===== src/hdl/histPkg.sv =====
package histPkg;

    // default sizes, overridden from the top level
    // sample code width
    parameter int DATA_W_DEF     = 12;
    // log2 of bins per pixel, same in both passes
    parameter int BIN_W_DEF      = 6;
    // bin counter width
    parameter int COUNT_W_DEF    = 8;
    // pixels per frame
    parameter int PIXEL_NUM_DEF  = 4;
    // samples per pixel per acquisition
    parameter int SAMPLE_NUM_DEF = 8;
    // acquisitions per pass
    parameter int ACQ_NUM_DEF    = 2;

    // which pass the histogram is in
    typedef enum logic {
        PHASE_COARSE = 1'b0,
        PHASE_FINE   = 1'b1
    } histPhase_e;

    // sequencer states
    typedef enum logic [1:0] {
        SEQ_ACCUM  = 2'd0,
        SEQ_DRAIN  = 2'd1,
        SEQ_REPORT = 2'd2,
        SEQ_CLEAR  = 2'd3
    } seqState_e;

    // index width for n entries, never below one bit
    function automatic int idxWidth(input int n);
        if (n > 1) begin
            return $clog2(n);
        end
        return 1;
    endfunction

endpackage


===== src/hdl/acqSequencer.sv =====
`timescale 1ns/1ps

module acqSequencer import histPkg::*; #(
    parameter int PIXEL_NUM  = PIXEL_NUM_DEF,
    parameter int SAMPLE_NUM = SAMPLE_NUM_DEF,
    parameter int ACQ_NUM    = ACQ_NUM_DEF,
    localparam int PIX_W     = idxWidth(PIXEL_NUM),
    localparam int SMP_W     = idxWidth(SAMPLE_NUM),
    localparam int ACQ_W     = idxWidth(ACQ_NUM)
) (
    input  logic             clk,
    input  logic             combin_res,
    input  logic             wrEn,
    output logic             accept,
    output logic             reportEn,
    output logic             clearHist,
    output logic             busy,
    output logic [PIX_W-1:0] pixel,
    output logic [PIX_W-1:0] reportPixel,
    output histPhase_e       phase
);

    seqState_e        state;
    logic [SMP_W-1:0] sampleCnt;
    logic [ACQ_W-1:0] acqCnt;
    // shared step counter for drain and report
    logic [PIX_W-1:0] stepCnt;
    logic             lastSample;
    logic             lastPixel;
    logic             lastAcq;

    // samples only taken while accumulating
    assign accept      = wrEn && (state == SEQ_ACCUM);
    assign busy        = (state != SEQ_ACCUM);
    assign reportEn    = (state == SEQ_REPORT);
    assign clearHist   = (state == SEQ_CLEAR);
    assign reportPixel = stepCnt;

    assign lastSample = (sampleCnt == SMP_W'(SAMPLE_NUM - 1));
    assign lastPixel  = (pixel == PIX_W'(PIXEL_NUM - 1));
    assign lastAcq    = (acqCnt == ACQ_W'(ACQ_NUM - 1));

    always_ff @(posedge clk or negedge combin_res) begin
        if (!combin_res) begin
            state     <= SEQ_ACCUM;
            sampleCnt <= '0;
            pixel     <= '0;
            acqCnt    <= '0;
            stepCnt   <= '0;
            phase     <= PHASE_COARSE;
        end else begin
            case (state)
                SEQ_ACCUM: begin
                    if (accept) begin
                        // sample -> pixel -> acquisition order
                        if (!lastSample) begin
                            sampleCnt <= sampleCnt + 1'b1;
                        end else begin
                            sampleCnt <= '0;
                            if (!lastPixel) begin
                                pixel <= pixel + 1'b1;
                            end else begin
                                pixel <= '0;
                                if (!lastAcq) begin
                                    acqCnt <= acqCnt + 1'b1;
                                end else begin
                                    // pass complete
                                    acqCnt  <= '0;
                                    stepCnt <= '0;
                                    state   <= SEQ_DRAIN;
                                end
                            end
                        end
                    end
                end
                SEQ_DRAIN: begin
                    // two cycles so the last count reaches the maxima
                    if (stepCnt == PIX_W'(1)) begin
                        stepCnt <= '0;
                        state   <= SEQ_REPORT;
                    end else begin
                        stepCnt <= stepCnt + 1'b1;
                    end
                end
                SEQ_REPORT: begin
                    // one pixel per cycle
                    if (stepCnt == PIX_W'(PIXEL_NUM - 1)) begin
                        stepCnt <= '0;
                        state   <= SEQ_CLEAR;
                    end else begin
                        stepCnt <= stepCnt + 1'b1;
                    end
                end
                default: begin
                    // clear cycle, flip to the other pass
                    state <= SEQ_ACCUM;
                    phase <= (phase == PHASE_COARSE) ? PHASE_FINE : PHASE_COARSE;
                end
            endcase
        end
    end

endmodule


===== src/hdl/binAddressMapper.sv =====
`timescale 1ns/1ps

module binAddressMapper import histPkg::*; #(
    parameter int DATA_W = DATA_W_DEF,
    parameter int BIN_W  = BIN_W_DEF
) (
    input  logic              accept,
    input  logic [DATA_W-1:0] data,
    input  histPhase_e        phase,
    input  logic [DATA_W-1:0] windowLow,
    output logic              binWrite,
    output logic [BIN_W-1:0]  binIdx
);

    // last offset still inside the fine window
    localparam logic [DATA_W-1:0] SPAN = DATA_W'((2 ** BIN_W) - 1);

    logic [DATA_W-1:0] offset;
    logic              inWindow;

    // distance from the window low edge
    assign offset   = data - windowLow;
    assign inWindow = (data >= windowLow) && (offset <= SPAN);

    always_comb begin
        if (phase == PHASE_COARSE) begin
            // coarse bin is just the top bits
            binIdx   = data[DATA_W-1 -: BIN_W];
            binWrite = accept;
        end else begin
            // fine bins are one code wide
            binIdx   = offset[BIN_W-1:0];
            binWrite = accept && inWindow;
        end
    end

endmodule


===== src/hdl/histogramRam.sv =====
`timescale 1ns/1ps

module histogramRam import histPkg::*; #(
    parameter int BIN_W     = BIN_W_DEF,
    parameter int COUNT_W   = COUNT_W_DEF,
    parameter int PIXEL_NUM = PIXEL_NUM_DEF,
    localparam int PIX_W    = idxWidth(PIXEL_NUM)
) (
    input  logic               clk,
    input  logic               combin_res,
    input  logic               binWrite,
    input  logic               clearHist,
    input  logic [PIX_W-1:0]   pixel,
    input  logic [BIN_W-1:0]   binIdx,
    output logic               binValid,
    output logic [COUNT_W-1:0] binCount,
    output logic [PIX_W-1:0]   binPixel,
    output logic [BIN_W-1:0]   binIdxOut
);

    localparam int BINS   = 2 ** BIN_W;
    localparam int DEPTH  = PIXEL_NUM * BINS;
    localparam int ADDR_W = idxWidth(DEPTH);

    // count storage, register based so a bin can be hit back to back
    logic [COUNT_W-1:0] countMem [DEPTH];
    // a clear flag makes its bin read as zero
    logic [DEPTH-1:0]   validFlag;
    logic [ADDR_W-1:0]  addr;
    logic [COUNT_W-1:0] curCount;
    logic [COUNT_W-1:0] nextCount;

    // pixels laid out one after another
    assign addr      = ADDR_W'(pixel * BINS + binIdx);
    assign curCount  = validFlag[addr] ? countMem[addr] : '0;
    assign nextCount = curCount + COUNT_W'(1);

    // flags and strobe
    always_ff @(posedge clk or negedge combin_res) begin
        if (!combin_res) begin
            validFlag <= '0;
            binValid  <= 1'b0;
        end else begin
            binValid <= binWrite;
            if (clearHist) begin
                // whole histogram emptied in one cycle
                validFlag <= '0;
            end else if (binWrite) begin
                validFlag[addr] <= 1'b1;
            end
        end
    end

    // counts and the registered result
    always_ff @(posedge clk) begin
        if (binWrite) begin
            countMem[addr] <= nextCount;
            binCount       <= nextCount;
            binPixel       <= pixel;
            binIdxOut      <= binIdx;
        end
    end

endmodule


===== src/hdl/histogramTop.sv =====
`timescale 1ns/1ps

module histogramTop import histPkg::*; #(
    parameter int DATA_W     = DATA_W_DEF,
    parameter int BIN_W      = BIN_W_DEF,
    parameter int COUNT_W    = COUNT_W_DEF,
    parameter int PIXEL_NUM  = PIXEL_NUM_DEF,
    parameter int SAMPLE_NUM = SAMPLE_NUM_DEF,
    parameter int ACQ_NUM    = ACQ_NUM_DEF,
    localparam int PIX_W     = idxWidth(PIXEL_NUM)
) (
    input  logic               clk,
    input  logic               combin_res,
    input  logic               wrEn,
    input  logic [DATA_W-1:0]  data,
    output logic               binValid,
    output logic               busy,
    output logic               peakValid,
    output logic [COUNT_W-1:0] binCount,
    output logic [PIX_W-1:0]   peakPixel,
    output logic [BIN_W-1:0]   peakBin,
    output logic [COUNT_W-1:0] peakCount,
    output histPhase_e         phase,
    output histPhase_e         peakPhase
);

    // sequencer outputs
    logic              accept;
    logic              reportEn;
    logic              clearHist;
    logic [PIX_W-1:0]  pixel;
    logic [PIX_W-1:0]  reportPixel;
    // window and mapping
    logic [DATA_W-1:0] windowLow;
    logic              binWrite;
    logic [BIN_W-1:0]  binIdx;
    // registered bin update towards the tracker
    logic [PIX_W-1:0]  binPixel;
    logic [BIN_W-1:0]  binIdxOut;

    acqSequencer #(
        .PIXEL_NUM  (PIXEL_NUM),
        .SAMPLE_NUM (SAMPLE_NUM),
        .ACQ_NUM    (ACQ_NUM)
    ) i_seq (
        .clk, .combin_res, .wrEn, .accept, .reportEn, .clearHist,
        .busy, .pixel, .reportPixel, .phase
    );

    binAddressMapper #(
        .DATA_W (DATA_W),
        .BIN_W  (BIN_W)
    ) i_mapper (
        .accept, .data, .phase, .windowLow, .binWrite, .binIdx
    );

    histogramRam #(
        .BIN_W     (BIN_W),
        .COUNT_W   (COUNT_W),
        .PIXEL_NUM (PIXEL_NUM)
    ) i_ram (
        .clk, .combin_res, .binWrite, .clearHist, .pixel, .binIdx,
        .binValid, .binCount, .binPixel, .binIdxOut
    );

    peakTracker #(
        .BIN_W     (BIN_W),
        .COUNT_W   (COUNT_W),
        .PIXEL_NUM (PIXEL_NUM)
    ) i_peak (
        .clk, .combin_res, .binValid, .reportEn, .clearHist, .binCount,
        .binPixel, .binIdxOut, .reportPixel, .phase,
        .peakValid, .peakPixel, .peakBin, .peakCount, .peakPhase
    );

    // coarse reports feed back into the fine window
    windowCalculator #(
        .DATA_W    (DATA_W),
        .BIN_W     (BIN_W),
        .PIXEL_NUM (PIXEL_NUM)
    ) i_window (
        .clk, .combin_res, .peakValid, .peakPhase, .peakPixel, .peakBin,
        .pixel, .windowLow
    );

endmodule


===== src/hdl/peakTracker.sv =====
`timescale 1ns/1ps

module peakTracker import histPkg::*; #(
    parameter int BIN_W     = BIN_W_DEF,
    parameter int COUNT_W   = COUNT_W_DEF,
    parameter int PIXEL_NUM = PIXEL_NUM_DEF,
    localparam int PIX_W    = idxWidth(PIXEL_NUM)
) (
    input  logic               clk,
    input  logic               combin_res,
    input  logic               binValid,
    input  logic               reportEn,
    input  logic               clearHist,
    input  logic [COUNT_W-1:0] binCount,
    input  logic [PIX_W-1:0]   binPixel,
    input  logic [BIN_W-1:0]   binIdxOut,
    input  logic [PIX_W-1:0]   reportPixel,
    input  histPhase_e         phase,
    output logic               peakValid,
    output logic [PIX_W-1:0]   peakPixel,
    output logic [BIN_W-1:0]   peakBin,
    output logic [COUNT_W-1:0] peakCount,
    output histPhase_e         peakPhase
);

    // running maximum and its bin, per pixel
    logic [COUNT_W-1:0] runMax [PIXEL_NUM];
    logic [BIN_W-1:0]   runBin [PIXEL_NUM];
    logic               newPeak;

    // strictly greater, so on a tie the earlier bin stays
    assign newPeak = binValid && (binCount > runMax[binPixel]);

    always_ff @(posedge clk or negedge combin_res) begin
        if (!combin_res) begin
            for (int i = 0; i < PIXEL_NUM; i++) begin
                runMax[i] <= '0;
                runBin[i] <= '0;
            end
        end else if (clearHist) begin
            // empty pixel reports bin 0, count 0
            for (int i = 0; i < PIXEL_NUM; i++) begin
                runMax[i] <= '0;
                runBin[i] <= '0;
            end
        end else if (newPeak) begin
            runMax[binPixel] <= binCount;
            runBin[binPixel] <= binIdxOut;
        end
    end

    // report strobe
    always_ff @(posedge clk or negedge combin_res) begin
        if (!combin_res) begin
            peakValid <= 1'b0;
        end else begin
            peakValid <= reportEn;
        end
    end

    // report payload, one pixel per cycle
    always_ff @(posedge clk) begin
        if (reportEn) begin
            peakPixel <= reportPixel;
            peakBin   <= runBin[reportPixel];
            peakCount <= runMax[reportPixel];
            peakPhase <= phase;
        end
    end

endmodule


===== src/hdl/windowCalculator.sv =====
`timescale 1ns/1ps

module windowCalculator import histPkg::*; #(
    parameter int DATA_W    = DATA_W_DEF,
    parameter int BIN_W     = BIN_W_DEF,
    parameter int PIXEL_NUM = PIXEL_NUM_DEF,
    localparam int PIX_W    = idxWidth(PIXEL_NUM)
) (
    input  logic              clk,
    input  logic              combin_res,
    input  logic              peakValid,
    input  histPhase_e        peakPhase,
    input  logic [PIX_W-1:0]  peakPixel,
    input  logic [BIN_W-1:0]  peakBin,
    input  logic [PIX_W-1:0]  pixel,
    output logic [DATA_W-1:0] windowLow
);

    // one spare bit for the centre sum
    localparam int EXT_W = DATA_W + 1;
    localparam int SHIFT = DATA_W - BIN_W;
    localparam logic [EXT_W-1:0] HALF_BIN = EXT_W'((2 ** SHIFT) / 2);
    localparam logic [EXT_W-1:0] HALF_WIN = EXT_W'((2 ** BIN_W) / 2);
    // highest low edge that keeps the window in range
    localparam logic [EXT_W-1:0] MAX_LOW  = EXT_W'((2 ** DATA_W) - (2 ** BIN_W));

    logic [DATA_W-1:0] lowEdge [PIXEL_NUM];
    logic [EXT_W-1:0]  centre;
    logic [EXT_W-1:0]  rawLow;
    logic [DATA_W-1:0] clampLow;

    // middle code of the coarse peak bin
    assign centre = (EXT_W'(peakBin) << SHIFT) + HALF_BIN;
    assign rawLow = centre - HALF_WIN;

    always_comb begin
        if (centre < HALF_WIN) begin
            // bottom clamp
            clampLow = '0;
        end else if (rawLow > MAX_LOW) begin
            // top clamp
            clampLow = MAX_LOW[DATA_W-1:0];
        end else begin
            clampLow = rawLow[DATA_W-1:0];
        end
    end

    // only coarse reports move the window
    always_ff @(posedge clk or negedge combin_res) begin
        if (!combin_res) begin
            for (int i = 0; i < PIXEL_NUM; i++) begin
                lowEdge[i] <= '0;
            end
        end else if (peakValid && (peakPhase == PHASE_COARSE)) begin
            lowEdge[peakPixel] <= clampLow;
        end
    end

    assign windowLow = lowEdge[pixel];

endmodule


===== config.mk =====
export PLATFORM = sky130hd
export DESIGN_NAME = histogramTop
export DESIGN_NICKNAME = d
export VERILOG_FILES = /design/src/hdl/histPkg.sv /design/src/hdl/acqSequencer.sv /design/src/hdl/binAddressMapper.sv /design/src/hdl/histogramRam.sv /design/src/hdl/histogramTop.sv /design/src/hdl/peakTracker.sv /design/src/hdl/windowCalculator.sv
export SDC_FILE = /design/constraint.sdc
export NUM_CORES = 2
export LEC_CHECK = 0
export ABC_AREA = 1
export BUFFER_PORTS_ARGS = -buffer_cell sky130_fd_sc_hd__buf_2
export CAP_MARGIN = 5
export CORE_ASPECT_RATIO = 0.6
export CORE_UTILIZATION = 40
export DETAILED_ROUTE_END_ITERATION = 8
export PLACE_DENSITY = 0.55
export SETUP_SLACK_MARGIN = 0.1
export SLEW_MARGIN = 20
export SYNTH_ARGS = -nofsm -noshare
export SYNTH_HDL_FRONTEND = slang
export SYNTH_SLANG_ARGS = --single-unit

===== constraint.sdc =====
create_clock -name clk -period 28.6 [get_ports clk]
set_input_delay 1.43 -clock clk [delete_from_list [all_inputs] [get_ports clk]]
set_output_delay 1.43 -clock clk [all_outputs]
set_load 0.02 [all_outputs]

==> flow_summary.toml <==
[global_route]
grt_pass1_wl_mm = 486
first_global_vias = 67019
grt_antenna_before_repair = 17
grtUsageTotal_pct = 25.6
grt-ovfl-total = 0
maximum_number_of_pins_on_one_net_before_global_route_repair = 210

[synth]
synth_compound_gate_area_share_pct = 4.88
synthesis.yosys.warnings = 0
synth_fa_ha_area_share_pct = 0.365
syn_area_per_cell_um2 = 10.3
synthMuxAreaShare_pct = 0
yosys_most_used_dff = "sky130_fd_sc_hd__edfxtp_1"
number_of_enable_type_register_cells_in_the_synthesized_netlist = 2081
netlist-cell-type-count = 40
synthSimpleGateAreaFrac_pct = 20.2
synth-xor-area-share_pct = 0.0255
synthesis.area_um2 = 103000
synthesized_flop_and_latch_total = 2430
synth_async_sr_flop_share_pct = 14.4
combinational_family_with_the_most_area_after_synthesis = "simple AND/OR/NAND/NOR gates"
postSynthNetCount = 10051
post_synth_inst_count = 10006
synth-seq-area-share_pct = 69.2

[floorplanning]
design.core.area_um2 = 254000
pin_count = 44
die-width_um = 657
initial_utilization_pct = 40.4
die_h_um = 395
standard_cell_rows = 143
dieArea_um2 = 259000

[clocking]
cts.reportedPaths.clkPinSlew_ps = 70
post_cts_hold_buffer_count = 0
clock-sinks = 2430
cts.repair_timing.setup_buffer_count = 0
cts_root_buffer = "sky130_fd_sc_hd__clkbuf_16"
htreeDepth = 4
cts_made_buffers = 224
clk_latency_ps = 900
tritoncts = "yes"
cts_resized = 0
cts_buffer_depth = 4

[placed_design]
placedInstanceArea_um2 = 107000
placed_cells = 13123
place_hpwl_mm = 198
place.gp.congestion = 0.914
io_buffer_count = 43

[critical_path]
worst_path_required_ps = 29110
regToRegStartpoint = "i_seq.phase"
slowest_delay_ps = 1010
cp_max_fo = 96
r2r-end = "i_ram.countMem[88][4]"
slowest_stage = "sky130_fd_sc_hd__dfrtp_1"
reg2reg_depth = 25
worst-r2r-setup-slack_ps = 18490
crit_path_arrival_time_ps = 10620
timing_worst_setup_path_type = "flop to flop"
start_kind = "flop"
crit_path_end_kind = "flop"

[cells_and_area]
area_growth_syn_to_layout_pct = 10.9
postLayoutCellArea_um2 = 114000
mostFrequentLayoutCell = "sky130_fd_sc_hd__nand2_1"
fin_nets = 9988
drive_above_1_share_pct = 8.26
final_cell_count_no_fill = 13540
layout_common_cells = "sky130_fd_sc_hd__nand2_1, sky130_fd_sc_hd__edfxtp_1, sky130_fd_sc_hd__nor2_1"
filler_cell_count = 23816

[timing]
timing.hold.ws_ps = 481
worst_pin_slew_ps = 1260
rsz0062_at_grt = "no"
timing.max_slew.rel_slack_pct = 15.7
setup_tns_ps = 0
final_hold_viol_count = 0
fmaxAchievable_ghz = 0.0989
post-route-min-period_ps = 10110
worst_clock_skew_ps = 60.0
maxSlewViolCount = 0
finalSetupViolations = 0
post-route-period-util_pct = 35.4

[hold_path]
hold_path_class = "flop to flop"
whs_path_depth = 1
min_delay_worst_endpoint = "i_seq.acqCnt"
timing.hold.worst.start = "i_seq.acqCnt"

[status]
run_status = "finished, final reports clean"

[routing]
via_per_inst = 5.36
route.detailed.wl_per_inst_um = 25.0
first_pass_iters = 6
drt_iter0_drc = 9392
route.antenna.remaining_nets = 0
vias = 72563
route.detailed.drc = 0
finalWirelength_mm = 338

[power_and_ir_drop]
p_seq_share_pct = 40.6
total_switching_power_w = 0.00635
p_clk_share_pct = 20.4
vdd_drop_max_v = 0.000562
leakage_nw = 45.7
power.switching_fraction_pct = 42.5
pwr-share-comb_pct = 39.0
power_density_nw_per_um2 = 131
p_int_w = 0.00858

[job]
timing.max_cap.violations = 0
kinds of logic (layout without fill, tap and decap cells):
family,after synthesis,after routing
AO/OA/AOI/OAI,902,902
XOR/XNOR,3,3
adder cells (fa/ha/maj),30,30
buffers and inverters,1368,1491
AND/OR/NAND/NOR,5273,5273
flip-flops,2430,2430
other,0,4
synthesized netlist by cell type (6+ instances only):
cell	count	area, um2
sky130_fd_sc_hd__nand2_1	2911	10900
sky130_fd_sc_hd__edfxtp_1	2081	62500
sky130_fd_sc_hd__nor2_1	1884	7070
sky130_fd_sc_hd__inv_1	850	3190
sky130_fd_sc_hd__o21ai_0	526	2630
sky130_fd_sc_hd__dfrtp_1	349	8730
sky130_fd_sc_hd__nand3_1	228	1140
sky130_fd_sc_hd__clkbuf_1	220	826
sky130_fd_sc_hd__or2_2	201	1260
sky130_fd_sc_hd__buf_2	199	996
sky130_fd_sc_hd__a22oi_1	129	968
sky130_fd_sc_hd__o21ai_1	123	616
sky130_fd_sc_hd__o22ai_1	74	463
sky130_fd_sc_hd__buf_1	48	180
sky130_fd_sc_hd__ha_1	30	375
sky130_fd_sc_hd__buf_4	25	188
sky130_fd_sc_hd__a21oi_1	24	120
sky130_fd_sc_hd__nand3b_1	18	135
sky130_fd_sc_hd__inv_2	16	60.1
sky130_fd_sc_hd__nand4_1	15	93.8
sky130_fd_sc_hd__a221oi_1	7	61.3
sky130_fd_sc_hd__a32o_1	6	60.1
sky130_fd_sc_hd__buf_6	6	67.6
sky130_fd_sc_hd__nand2_2	6	37.5
worst max path at each step:
stage                 from                endpoint  slack (ps)  cells past startpoint
3_5_place_dp       data[6]   i_ram.countMem[80][4]       18550                     25
2_1_floorplan      data[0]       i_ram.binCount[3]       17220                     19
4_1_cts        i_seq.phase   i_ram.countMem[90][4]       18910                     25
5_1_grt        i_seq.phase   i_ram.countMem[85][4]       18250                     26
3_3_place_gp       data[6]  i_ram.countMem[152][5]       18360                     25
6_report       i_seq.phase   i_ram.countMem[88][4]       18490                     25
critical path: cells and delay by family, from the launching register on:
| family | cells | cell delay (ps) |
|---|---|---|
| adders and majority gates | 1 | 220 |
| buffers and inverters | 7 | 3140 |
| DFF | 1 | 1010 |
| and+or+nand+nor | 17 | 4780 |
flip-flops by register name, indices dropped and copies added, names as in the netlist:
name and flops:
i_peak.peakCount 8, i_ram.binCount 8, i_window.lowEdge 24, i_ram.countMem 2048, i_peak.runBin 24, i_peak.peakValid 1, i_seq.pixel 2, i_ram.validFlag 256
i_peak.peakBin 6, i_ram.binValid 1, i_ram.binPixel 2, i_seq.sampleCnt 3, i_seq.phase 1, i_peak.runMax 32, i_peak.peakPixel 2, i_ram.binIdxOut 6
i_seq.acqCnt 1, i_seq.state 2, i_seq.reportPixel 2, i_peak.peakPhase 1
power by group through the flow:
| stage | combinational (W) | sequential, W | clock, W |
|---|---|---|---|
| after global placement | 0.00559 | 0.00612 | 0 |
| after detailed placement | 0.00566 | 0.00613 | 0 |
| after floorplan | 0.00280 | 0.00668 | 0 |
| after CTS | 0.00567 | 0.00605 | 0.00307 |
| final | 0.00582 | 0.00606 | 0.00305 |
| after global routing | 0.00614 | 0.00606 | 0.00321 |
through the flow:
| step | total power, W | utilization [%] | worst slack, ps |
|---|---|---|---|
| floorplan | 0.00948 | - | 17220 |
| detailed placement | 0.0118 | 42.0 | 18550 |
| global route | 0.0154 | 44.8 | 18250 |
| CTS | 0.0148 | 44.8 | 18910 |
| global placement | 0.0117 | 42.0 | 18360 |
| finish | 0.0149 | 44.8 | 18490 |
layer usage:
metal	track usage [%]	vias up	routed length, um
met5	0	-	33
met1	40.5	35701	155000
met3	7.17	461	43000
met2	34.4	3956	133000
li1	-	32439	-
met4	5.53	6	7260
layout make-up:
cell class	count	area (um2)	area share [%]
inverters	870	3290	2.88
flip-flops and latches	2430	71200	62.4
clock inverters	97	921	0.807
diodes	4	10.0	0.00877
well taps	3407	4260	3.74
clock buffers	315	6300	5.52
repair buffers	209	1650	1.44
multi-input cells	6208	26500	23.2
Note: power is estimated with default switching activity, not from simulation.
